File: src/source/rv_exec_pkg.sv
package rv_exec_pkg;

    typedef logic [31:0] word_t;
    typedef logic [4:0]  reg_idx_t;
    typedef logic [2:0]  funct3_t;

    // ~~~~~~~~~~~~~~~~~~~~
    // ALU operations. Compares give 0 or 1.
    typedef enum logic [3:0] {
        alu_add,
        alu_sub,
        alu_sll,
        alu_slt,
        alu_sltu,
        alu_xor,
        alu_srl,
        alu_sra,
        alu_or,
        alu_and,
        alu_eq
    } alu_op_t;

    // ~~~~~~~~~~~~~~~~~~~~
    // Immediate layouts carried in imm_raw.
    typedef enum logic [2:0] {
        imm_i,    // Sign-extended 12 bits.
        imm_u,    // 20 bits up by 12.
        imm_b,    // Branch offset, halfword units.
        imm_j,    // Jump offset, halfword units.
        imm_none
    } imm_kind_t;

    typedef enum logic [1:0] {
        src1_reg,
        src1_pc,
        src1_zero
    } src1_sel_t;

    typedef enum logic [1:0] {
        src2_imm,
        src2_reg,
        src2_zero
    } src2_sel_t;

    typedef enum logic [1:0] {
        flow_seq,
        flow_jump,
        flow_branch
    } flow_t;

endpackage

File: src/source/alu.sv
`timescale 1ns/1ps

module alu (
    input  rv_exec_pkg::word_t   a,
    input  rv_exec_pkg::word_t   b,
    input  rv_exec_pkg::alu_op_t op,
    output rv_exec_pkg::word_t   result
);
    import rv_exec_pkg::*;

    logic [4:0] shamt;

    assign shamt = b[4:0];

    always_comb begin
        case (op)
            alu_add:  result = a + b;
            alu_sub:  result = a - b;
            alu_sll:  result = a << shamt;
            alu_slt:  result = {31'd0, $signed(a) < $signed(b)};
            alu_sltu: result = {31'd0, a < b};
            alu_xor:  result = a ^ b;
            alu_srl:  result = a >> shamt;
            alu_sra:  result = $signed(a) >>> shamt;
            alu_or:   result = a | b;
            alu_and:  result = a & b;
            alu_eq:   result = {31'd0, a == b};
            default:  result = '0;
        endcase
    end

endmodule

File: src/source/exec_stage.sv
`timescale 1ns/1ps

module exec_stage (
    input  logic                    clk,
    input  logic                    rst_n,
    input  logic                    inst_clear,
    input  logic                    valid_last,
    output logic                    ready_last,
    input  logic                    ready_next,
    output logic                    valid_next,
    input  rv_exec_pkg::word_t      pc,
    input  rv_exec_pkg::word_t      inst,
    input  rv_exec_pkg::reg_idx_t   rd,
    input  logic                    rd_wen,
    input  rv_exec_pkg::funct3_t    funct3,
    input  rv_exec_pkg::word_t      imm_raw,
    input  rv_exec_pkg::imm_kind_t  imm_kind,
    input  rv_exec_pkg::alu_op_t    alu_op,
    input  logic                    inv_flag,
    input  rv_exec_pkg::flow_t      flow,
    input  rv_exec_pkg::src1_sel_t  src1_sel,
    input  rv_exec_pkg::src2_sel_t  src2_sel,
    input  rv_exec_pkg::word_t      rs1_value,
    input  rv_exec_pkg::word_t      rs2_value,
    output rv_exec_pkg::word_t      pc_next,
    output rv_exec_pkg::word_t      inst_next,
    output rv_exec_pkg::reg_idx_t   rd_next,
    output logic                    rd_wen_next,
    output rv_exec_pkg::flow_t      flow_next,
    output rv_exec_pkg::word_t      imm_value,
    output rv_exec_pkg::word_t      rs1_value_next,
    output rv_exec_pkg::word_t      ex_result
);
    import rv_exec_pkg::*;

    word_t     imm_raw_r;
    imm_kind_t imm_kind_r;
    alu_op_t   alu_op_r;
    logic      inv_flag_r;
    src1_sel_t src1_sel_r;
    src2_sel_t src2_sel_r;
    word_t     rs2_value_r;
    word_t     op_a;
    word_t     op_b;
    word_t     alu_result;

    assign ready_last = ready_next;

    // ~~~~~~~~~~~~~~~~~~~~
    // Control fields. A squash captures a bubble.
    always_ff @(posedge clk) begin
        if (!rst_n || inst_clear) begin
            valid_next  <= 1'b0;
            rd_wen_next <= 1'b0;
            flow_next   <= flow_seq;
            inst_next   <= '0;
        end else if (ready_next) begin
            valid_next  <= valid_last;
            rd_wen_next <= valid_last && rd_wen;
            flow_next   <= valid_last ? flow : flow_seq;
            inst_next   <= valid_last ? inst : '0;
        end
    end

    // Payload, loaded only on a transfer.
    always_ff @(posedge clk) begin
        if (valid_last && ready_next) begin
            pc_next        <= pc;
            rd_next        <= rd;
            imm_raw_r      <= imm_raw;
            imm_kind_r     <= imm_kind;
            alu_op_r       <= alu_op;
            inv_flag_r     <= inv_flag;
            src1_sel_r     <= src1_sel;
            src2_sel_r     <= src2_sel;
            rs1_value_next <= rs1_value;
            rs2_value_r    <= rs2_value;
        end
    end

    // ~~~~~~~~~~~~~~~~~~~~
    always_comb begin
        case (imm_kind_r)
            imm_i:   imm_value = {{20{imm_raw_r[11]}}, imm_raw_r[11:0]};
            imm_u:   imm_value = {imm_raw_r[19:0], 12'd0};
            imm_b:   imm_value = {{19{imm_raw_r[11]}}, imm_raw_r[11:0], 1'b0};
            imm_j:   imm_value = {{11{imm_raw_r[19]}}, imm_raw_r[19:0], 1'b0};
            default: imm_value = '0;
        endcase
    end

    always_comb begin
        case (src1_sel_r)
            src1_reg: op_a = rs1_value_next;
            src1_pc:  op_a = pc_next;
            default:  op_a = '0;
        endcase
        case (src2_sel_r)
            src2_imm: op_b = imm_value;
            src2_reg: op_b = rs2_value_r;
            default:  op_b = '0;
        endcase
    end

    alu alu0 (
        .a      (op_a),
        .b      (op_b),
        .op     (alu_op_r),
        .result (alu_result)
    );

    assign ex_result = alu_result ^ {31'd0, inv_flag_r};  // Flips compares for BNE/BGE/BGEU.

    no_wen_bubble_a: assert property (@(posedge clk) disable iff (!rst_n)
        !valid_next |-> !rd_wen_next)
        else $error("register write enabled on a bubble");

endmodule

File: src/source/inst_decoder.sv
`timescale 1ns/1ps

module inst_decoder #(
    parameter rv_exec_pkg::word_t RESET_PC = '0
) (
    input  logic                    clk,
    input  logic                    rst_n,
    output rv_exec_pkg::word_t      fetch_pc,
    input  rv_exec_pkg::word_t      inst,
    input  logic                    inst_valid,
    input  logic                    redirect,
    input  rv_exec_pkg::word_t      redirect_pc,
    output logic                    valid,
    input  logic                    ready,
    output rv_exec_pkg::reg_idx_t   rs1,
    output rv_exec_pkg::reg_idx_t   rs2,
    input  rv_exec_pkg::word_t      rs1_value_in,
    input  rv_exec_pkg::word_t      rs2_value_in,
    output rv_exec_pkg::word_t      pc,
    output rv_exec_pkg::reg_idx_t   rd,
    output logic                    rd_wen,
    output rv_exec_pkg::funct3_t    funct3,
    output rv_exec_pkg::word_t      imm_raw,
    output rv_exec_pkg::imm_kind_t  imm_kind,
    output rv_exec_pkg::alu_op_t    alu_op,
    output logic                    inv_flag,
    output rv_exec_pkg::flow_t      flow,
    output rv_exec_pkg::src1_sel_t  src1_sel,
    output rv_exec_pkg::src2_sel_t  src2_sel,
    output rv_exec_pkg::word_t      rs1_value,
    output rv_exec_pkg::word_t      rs2_value
);
    import rv_exec_pkg::*;

    word_t pc_r;
    logic  wen;

    function automatic alu_op_t alu_from_f3(input funct3_t f3, input logic alt);
        case (f3)
            3'b000:  return alt ? alu_sub : alu_add;
            3'b001:  return alu_sll;
            3'b010:  return alu_slt;
            3'b011:  return alu_sltu;
            3'b100:  return alu_xor;
            3'b101:  return alt ? alu_sra : alu_srl;
            3'b110:  return alu_or;
            default: return alu_and;
        endcase
    endfunction

    // A redirect edge loads the target and drops the fetched word.
    always_ff @(posedge clk) begin
        if (!rst_n) begin
            pc_r <= RESET_PC;
        end else if (redirect) begin
            pc_r <= redirect_pc;
        end else if (valid && ready) begin
            pc_r <= pc_r + 32'd4;
        end
    end

    assign fetch_pc  = pc_r;
    assign pc        = pc_r;
    assign valid     = inst_valid && !redirect;
    assign rs1       = inst[19:15];
    assign rs2       = inst[24:20];
    assign rd        = inst[11:7];
    assign funct3    = inst[14:12];
    assign rd_wen    = wen && rd != '0;
    assign rs1_value = rs1_value_in;
    assign rs2_value = rs2_value_in;

    always_comb begin
        imm_raw  = '0;
        imm_kind = imm_none;
        alu_op   = alu_add;
        inv_flag = 1'b0;
        flow     = flow_seq;
        src1_sel = src1_reg;
        src2_sel = src2_zero;
        wen      = 1'b0;
        case (inst[6:0])
            7'b0110011: begin                                  // OP.
                src2_sel = src2_reg;
                alu_op   = alu_from_f3(funct3, inst[30]);
                wen      = 1'b1;
            end
            7'b0010011: begin                                  // OP-IMM.
                src2_sel = src2_imm;
                imm_kind = imm_i;
                imm_raw  = {20'd0, inst[31:20]};
                alu_op   = alu_from_f3(funct3, funct3 == 3'b101 && inst[30]);
                wen      = 1'b1;
            end
            7'b0110111, 7'b0010111: begin                      // LUI, AUIPC.
                src1_sel = inst[5] ? src1_zero : src1_pc;
                src2_sel = src2_imm;
                imm_kind = imm_u;
                imm_raw  = {12'd0, inst[31:12]};
                wen      = 1'b1;
            end
            7'b1101111: begin                                  // JAL.
                src1_sel = src1_pc;
                src2_sel = src2_imm;
                imm_kind = imm_j;
                imm_raw  = {12'd0, inst[31], inst[19:12], inst[20], inst[30:21]};
                flow     = flow_jump;
                wen      = 1'b1;
            end
            7'b1100111: begin                                  // JALR.
                src2_sel = src2_imm;
                imm_kind = imm_i;
                imm_raw  = {20'd0, inst[31:20]};
                flow     = flow_jump;
                wen      = 1'b1;
            end
            7'b1100011: begin
                // Compare, then invert for BNE, BGE and BGEU.
                src2_sel = src2_reg;
                imm_kind = imm_b;
                imm_raw  = {20'd0, inst[31], inst[7], inst[30:25], inst[11:8]};
                flow     = flow_branch;
                inv_flag = funct3[0];
                case (funct3[2:1])
                    2'b10:   alu_op = alu_slt;
                    2'b11:   alu_op = alu_sltu;
                    default: alu_op = alu_eq;
                endcase
            end
            default: ;
        endcase
    end

endmodule

File: src/source/reg_file.sv
`timescale 1ns/1ps

module reg_file (
    input  logic                 clk,
    input  logic                 rst_n,
    input  rv_exec_pkg::reg_idx_t rs1,
    input  rv_exec_pkg::reg_idx_t rs2,
    output rv_exec_pkg::word_t   rs1_value,
    output rv_exec_pkg::word_t   rs2_value,
    input  logic                 wr_en,
    input  rv_exec_pkg::reg_idx_t wr_idx,
    input  rv_exec_pkg::word_t   wr_data
);
    import rv_exec_pkg::*;

    word_t regs [1:31];

    always_ff @(posedge clk) begin
        if (wr_en && wr_idx != '0) begin
            regs[wr_idx] <= wr_data;
        end
    end

    // Same-cycle write is forwarded to the reads.
    always_comb begin
        if (rs1 == '0)                     rs1_value = '0;
        else if (wr_en && wr_idx == rs1)   rs1_value = wr_data;
        else                               rs1_value = regs[rs1];
        if (rs2 == '0)                     rs2_value = '0;
        else if (wr_en && wr_idx == rs2)   rs2_value = wr_data;
        else                               rs2_value = regs[rs2];
    end

    // x0 reads zero even in the cycle it is written.
    x0_zero_a: assert property (@(posedge clk) disable iff (!rst_n)
        (rs1 == '0 |-> rs1_value == '0) and (rs2 == '0 |-> rs2_value == '0))
        else $error("x0 read back nonzero");

endmodule

File: src/source/rv_exec_core.sv
`timescale 1ns/1ps

module rv_exec_core #(
    parameter rv_exec_pkg::word_t RESET_PC = '0
) (
    input  logic                  clk,
    input  logic                  rst_n,
    output rv_exec_pkg::word_t    fetch_pc,
    input  rv_exec_pkg::word_t    inst,
    input  logic                  inst_valid,
    input  logic                  commit_ready,
    output logic                  commit_valid,
    output rv_exec_pkg::word_t    commit_pc,
    output rv_exec_pkg::reg_idx_t commit_rd,
    output logic                  commit_wen,
    output rv_exec_pkg::word_t    commit_data
);
    import rv_exec_pkg::*;

    // ~~~~~~~~~~~~~~~~~~~~
    // Decode to execute.
    logic      dec_valid, dec_ready, dec_rd_wen, dec_inv_flag;
    word_t     dec_pc, dec_imm_raw, dec_rs1_value, dec_rs2_value;
    reg_idx_t  dec_rs1, dec_rs2, dec_rd;
    funct3_t   dec_funct3;
    imm_kind_t dec_imm_kind;
    alu_op_t   dec_alu_op;
    flow_t     dec_flow;
    src1_sel_t dec_src1_sel;
    src2_sel_t dec_src2_sel;
    word_t     rf_rs1_value, rf_rs2_value;

    // Execute to writeback.
    logic      ex_valid, ex_rd_wen, wb_ready;
    word_t     ex_pc, ex_inst, ex_imm_value, ex_rs1_value, ex_result;
    reg_idx_t  ex_rd;
    flow_t     ex_flow;

    logic      redirect, wr_en;
    word_t     redirect_pc, wr_data;
    reg_idx_t  wr_idx;

    inst_decoder #(.RESET_PC(RESET_PC)) dec0 (
        .clk(clk), .rst_n(rst_n), .fetch_pc(fetch_pc), .inst(inst),
        .inst_valid(inst_valid), .redirect(redirect), .redirect_pc(redirect_pc),
        .valid(dec_valid), .ready(dec_ready), .rs1(dec_rs1), .rs2(dec_rs2),
        .rs1_value_in(rf_rs1_value), .rs2_value_in(rf_rs2_value),
        .pc(dec_pc), .rd(dec_rd), .rd_wen(dec_rd_wen), .funct3(dec_funct3),
        .imm_raw(dec_imm_raw), .imm_kind(dec_imm_kind), .alu_op(dec_alu_op),
        .inv_flag(dec_inv_flag), .flow(dec_flow), .src1_sel(dec_src1_sel),
        .src2_sel(dec_src2_sel), .rs1_value(dec_rs1_value), .rs2_value(dec_rs2_value)
    );

    reg_file rf0 (
        .clk(clk), .rst_n(rst_n), .rs1(dec_rs1), .rs2(dec_rs2),
        .rs1_value(rf_rs1_value), .rs2_value(rf_rs2_value),
        .wr_en(wr_en), .wr_idx(wr_idx), .wr_data(wr_data)
    );

    // The fetched word goes to execute as is.
    exec_stage ex0 (
        .clk(clk), .rst_n(rst_n), .inst_clear(redirect),
        .valid_last(dec_valid), .ready_last(dec_ready),
        .ready_next(wb_ready), .valid_next(ex_valid),
        .pc(dec_pc), .inst(inst), .rd(dec_rd), .rd_wen(dec_rd_wen),
        .funct3(dec_funct3), .imm_raw(dec_imm_raw), .imm_kind(dec_imm_kind),
        .alu_op(dec_alu_op), .inv_flag(dec_inv_flag), .flow(dec_flow),
        .src1_sel(dec_src1_sel), .src2_sel(dec_src2_sel),
        .rs1_value(dec_rs1_value), .rs2_value(dec_rs2_value),
        .pc_next(ex_pc), .inst_next(ex_inst), .rd_next(ex_rd), .rd_wen_next(ex_rd_wen),
        .flow_next(ex_flow), .imm_value(ex_imm_value), .rs1_value_next(ex_rs1_value),
        .ex_result(ex_result)
    );

    writeback_stage wb0 (
        .clk(clk), .rst_n(rst_n), .valid(ex_valid), .ready(wb_ready),
        .commit_ready(commit_ready), .pc(ex_pc), .inst(ex_inst), .rd(ex_rd),
        .rd_wen(ex_rd_wen), .flow(ex_flow), .imm_value(ex_imm_value),
        .rs1_value(ex_rs1_value), .ex_result(ex_result),
        .redirect(redirect), .redirect_pc(redirect_pc),
        .wr_en(wr_en), .wr_idx(wr_idx), .wr_data(wr_data),
        .commit_valid(commit_valid), .commit_pc(commit_pc), .commit_rd(commit_rd),
        .commit_wen(commit_wen), .commit_data(commit_data)
    );

endmodule

File: src/source/writeback_stage.sv
`timescale 1ns/1ps

module writeback_stage (
    input  logic                  clk,
    input  logic                  rst_n,
    input  logic                  valid,
    output logic                  ready,
    input  logic                  commit_ready,
    input  rv_exec_pkg::word_t    pc,
    input  rv_exec_pkg::word_t    inst,
    input  rv_exec_pkg::reg_idx_t rd,
    input  logic                  rd_wen,
    input  rv_exec_pkg::flow_t    flow,
    input  rv_exec_pkg::word_t    imm_value,
    input  rv_exec_pkg::word_t    rs1_value,
    input  rv_exec_pkg::word_t    ex_result,
    output logic                  redirect,
    output rv_exec_pkg::word_t    redirect_pc,
    output logic                  wr_en,
    output rv_exec_pkg::reg_idx_t wr_idx,
    output rv_exec_pkg::word_t    wr_data,
    output logic                  commit_valid,
    output rv_exec_pkg::word_t    commit_pc,
    output rv_exec_pkg::reg_idx_t commit_rd,
    output logic                  commit_wen,
    output rv_exec_pkg::word_t    commit_data
);
    import rv_exec_pkg::*;

    logic retire;
    logic taken;
    logic is_jalr;

    assign ready   = commit_ready;
    assign retire  = valid && commit_ready;
    assign is_jalr = !inst[3];                            // JALR opcode has bit 3 clear.
    assign taken   = flow == flow_jump || (flow == flow_branch && ex_result[0]);

    assign redirect    = retire && taken;
    assign redirect_pc = (flow == flow_jump && is_jalr) ?
                         ((rs1_value + imm_value) & ~32'd1) : pc + imm_value;

    assign wr_en   = retire && rd_wen;
    assign wr_idx  = rd;
    assign wr_data = (flow == flow_jump) ? pc + 32'd4 : ex_result;  // Link address.

    // ~~~~~~~~~~~~~~~~~~~~
    // Commit record holds while the consumer stalls.
    always_ff @(posedge clk) begin
        if (!rst_n) begin
            commit_valid <= 1'b0;
            commit_wen   <= 1'b0;
        end else if (commit_ready) begin
            commit_valid <= valid;
            commit_wen   <= valid && rd_wen;
        end
    end

    always_ff @(posedge clk) begin
        if (commit_ready) begin
            commit_pc   <= pc;
            commit_rd   <= rd;
            commit_data <= wr_data;
        end
    end

    // The squashed slot behind a redirect must be a bubble.
    redirect_bubble_a: assert property (@(posedge clk) disable iff (!rst_n)
        redirect |-> valid ##1 !valid)
        else $error("wrong-path instruction reached writeback");

endmodule

File: config.mk
export PLATFORM = sky130hd
export DESIGN_NAME = rv_exec_core
export DESIGN_NICKNAME = d
export VERILOG_FILES = /design/src/source/rv_exec_pkg.sv /design/src/source/alu.sv /design/src/source/exec_stage.sv /design/src/source/inst_decoder.sv /design/src/source/reg_file.sv /design/src/source/rv_exec_core.sv /design/src/source/writeback_stage.sv
export SDC_FILE = /design/constraint.sdc
export NUM_CORES = 2
export LEC_CHECK = 0
export ABC_AREA = 1
export ABC_CLOCK_PERIOD_IN_PS = 11500
export BUFFER_PORTS_ARGS = -buffer_cell sky130_fd_sc_hd__buf_2
export CAP_MARGIN = 20
export CELL_PAD_IN_SITES_DETAIL_PLACEMENT = 1
export CELL_PAD_IN_SITES_GLOBAL_PLACEMENT = 1
export CORE_MARGIN = 2
export CORE_UTILIZATION = 33
export DETAILED_ROUTE_END_ITERATION = 6
export PLACE_DENSITY = 0.59
export SETUP_SLACK_MARGIN = 0.2
export SYNTH_ARGS = -nofsm -noshare
export SYNTH_HDL_FRONTEND = slang
export SYNTH_SLANG_ARGS = --single-unit
File: constraint.sdc
create_clock -name clk -period 11.5 [get_ports clk]
set_input_delay 0.575 -clock clk [delete_from_list [all_inputs] [get_ports clk]]
set_output_delay 0.575 -clock clk [all_outputs]
set_load 0.01 [all_outputs]
==> flow_summary.yaml <==
die:
  fp.dieW_um: 468.7
  rows: 170
  start_util_pct: 33.21
  coreArea_um2: 214600
  dieArea_um2: 219700
  die_h_um: 468.7
  boundaryPins: 139
sta:
  finalMaxSlewViolations: 0
  post-route-period-util_pct: 61.86
  fin_crit_ns: 7.114
  grt_setup_unrepaired: "no"
  hold_viol: 0
  fmax_mhz: 140.6
  worstMarginPinSlew_ns: 1.248
  skew_ns: 0.04763
  slew_headroom_pct: 15.95
  tns_ns: 0
  setup_viol: 0
clock_tree:
  numCtsBuffers: 146
  cts.path.max_buffers: 3
  clk_latency_ns: 0.84
  ctsResizeCount: 0
  path_clk_slew_ns: 0.06
  cts_tree: "done"
  post_cts_buffers: 0
  root_buffer: "clkbuf_16"
  clock-sinks: 1233
  h-tree-depth: 4
worst_setup_path:
  cp_top_family: "buffers and inverters"
  slowest_delay_ns: 0.98
  r2r_slack_ns: 4.39
  critPathLaunchType: "register"
  critical-path-slowest-cell: "a21boi_0"
  r2r_start: "ex0.imm_kind_r[1]"
  worstPathArrival_ns: 7.54
  end_kind: "register"
  cp_common_cell: "nand2_1"
  worstPathMaxFanout: 102
  cp.required_ns: 11.93
  worstReg2RegEnd: "ex0.rs1_value_next[31]"
  worstSetupPathType: "reg -> reg"
  crit_buf_inv: 10
  r2r_cells: 31
hold_path:
  min_path_cells: 3
  hold_path_class: "in -> reg"
  whs_endpoint: "ex0.inst_next[3]"
  holdCritStartpoint: "inst[3]"
yosys:
  syn_area_um2: 71260
  yosys_warnings: 0
  yosys-top-cells-area: "edfxtp_1 50%, nand2_1 7.7%, o21ai_0 6.8%"
  yosys.area.top_type: "edfxtp_1"
  synth_edf_count: 1194
  netlist_instances: 8235
  syn_nets: 8435
  yosys.area.top_type_share_pct: 50.31
  avgSynthCellArea_um2: 8.654
  synth-seq-cells: 1233
  synthFlopType: "edfxtp_1"
  synthArstFlopShare_pct: 0
  yosysSeqAreaShare_pct: 51.41
  synth_cell_types: 68
power:
  p_sw_w: 0.003678
  power_frac_seq_pct: 43.1
  total_power_w: 0.01183
  ir_worst_vdd_mv: 0.1631
  switching_share_pct: 31.08
  clkPwrFrac_pct: 39.3
  comb_power_share_pct: 17.6
  power.internal_w: 0.008156
  power_density_nw_per_um2: 147.7
  power_leakage_nw: 29.69
routing:
  drc: 0
  drt_iter0_drc: 7229
  avgViaCountPerCell: 6.094
  firstDrtPassIters: 6
  wirelength_um: 364200
  wl_per_cell_um: 32.74
  dr_total_vias: 67794
  ant_nets: 0
global_routing:
  grt_pass1_wl_um: 508400
  track_usage_pct: 32.22
  overflow: 0
  grt_antenna_before_repair: 11
  grt_pass1_vias: 67181
  grt_max_degree: 197
placed_design:
  hpwl_um: 238100
  globalplace.congestion: 0.9845
  numPortBuffers: 138
finish:
  area_delta_synth_final_pct: 12.46
  fin_util_pct: 37.34
  layout-drive-gt1-share_pct: 7.847
  multiInputGateArea_um2: 30630
  nNetsFinal: 8367
  nFillCells: 24825
  seqCellArea_um2: 36640
job:
  max-cap-violations: 0
outcome:
  run_status: "finished clean"
## tightest hold or removal path, cell delays in order
cell and delay [ns]:
buf_2 0.13, nand3_1 0.08, a21oi_1 0.06
## power by group through the flow
stage	Combinational (W)	Sequential, W	Clock [W]
floorplan	0.00117	0.00517	0
global placement	0.00201	0.00520	0
detailed placement	0.00202	0.00520	0
CTS	0.00203	0.00511	0.00471
global route	0.00222	0.00510	0.00487
finish	0.00208	0.00510	0.00465
## worst max-delay path by stage
stage,startpoint,to,slack [ns],depth (start not counted)
floorplan,ex0.imm_kind_r[1],ex0.alu_op_r[0],1.66,29
global placement,ex0.imm_kind_r[1],ex0.rs1_value_next[3],4.73,31
detailed placement,ex0.imm_kind_r[1],ex0.rs2_value_r[18],4.67,31
CTS,ex0.imm_kind_r[1],ex0.rs1_value_next[22],4.59,31
global route,ex0.imm_kind_r[1],ex0.rs2_value_r[22],4.08,31
finish,ex0.imm_kind_r[1],ex0.rs1_value_next[31],4.39,31
## cell usage in the layout (no fill, tap or decap), types with 12 or more instances in the layout
cell type,instances
nand2_1,1455
edfxtp_1,1194
o21ai_0,965
nor2_1,896
a21oi_1,625
nand3_1,599
inv_1,541
o22ai_1,252
o221ai_1,194
buf_4,169
ha_1,160
clkbuf_16,146
buf_2,129
o211ai_1,121
nor3_1,67
nand4_1,61
o21ai_1,55
a211oi_1,45
dfxtp_1,39
nor2_4,35
xor2_1,33
o21bai_1,32
clkbuf_1,32
clkinv_1,31
o31ai_1,29
or2_2,28
clkinv_2,25
inv_2,24
a311oi_1,23
a21boi_0,18
xnor2_1,18
o21a_1,17
a31oi_1,17
a21o_1,15
a221oi_1,13
nor4_1,12
## cell families (layout without fill, tap and decap cells)
logic type               Yosys count  after routing  synth area share (%)
AND/OR/NAND/NOR                 3187           3187                 18.52
AO/OA/AOI/OAI                   2478           2478                 20.40
flip-flops                      1233           1233                 51.41
buffers and inverters           1118           1166                 6.071
adder cells (fa/ha/maj)          164            164                 2.922
XOR/XNOR                          51             51                0.6268
multiplexers                       4              4               0.05618
other                              0              3                     0
## cell usage after synthesis (29+ instances only)
library cell	count
a211oi_1	45
edfxtp_1	1194
clkbuf_1	429
o221ai_1	194
a21oi_1	625
dfxtp_1	39
nor2_1	931
o211ai_1	121
o21ai_0	966
buf_1	51
o21bai_1	32
nor3_1	68
nand2_1	1457
nand3_1	599
buf_2	47
o21ai_1	55
ha_1	160
o31ai_1	29
inv_1	549
o22ai_1	252
xor2_1	33
nand4_1	61
## registers in the layout, indices dropped and copies added (netlist names), 3 cells and up
| name | cells |
|---|---|
| ex0.imm_kind_r | 3 |
| ex0.rs1_value_next | 32 |
| ex0.pc_next | 32 |
| ex0.rs2_value_r | 32 |
| wb0.commit_pc | 32 |
| wb0.commit_rd | 5 |
| dec0.fetch_pc | 32 |
| wb0.commit_data | 32 |
| ex0.alu_op_r | 4 |
| ex0.imm_raw_r | 20 |
| ex0.rd_next | 5 |
| rf0.regs | 992 |
## area by class of cell
cell class | instances | area share (%)
clock buffer | 179 | 4.726
sequential | 1233 | 45.71
antenna | 3 | 0.009367
tap | 2838 | 4.431
clock inverter | 85 | 1.165
inverter | 578 | 2.756
multi-input combinational | 5884 | 38.22
timing repair buffer | 324 | 2.979
## timing repair
action                                  4_1_cts  5_1_grt
hold buffers                                  5        0
endpoints found under the setup margin        0        0
endpoints found under the hold margin         5        0
## metal layers
layer	vias to the layer above	wire length (um)	GRT usage, %
met5	-	34	0
met4	4	19590	15.31
met3	774	23240	3.758
met2	2994	171000	53.09
met1	34665	150300	42.15
li1	29357	-	-
## per-stage QoR
step | setup WS [ns] | area, um2 | instances | hold WS, ns
floorplan | 1.663 | 71260 | 8235 | 0.4206
global placement | 4.733 | 75150 | 10841 | 0.4574
detailed placement | 4.670 | 75220 | 10845 | 0.4588
CTS | 4.586 | 80000 | 11114 | 0.01795
global route | 4.075 | 80140 | 11121 | 0.08795
finish | 4.386 | 80140 | 11124 | 0.07356
Power figures use the tool's default switching activity.
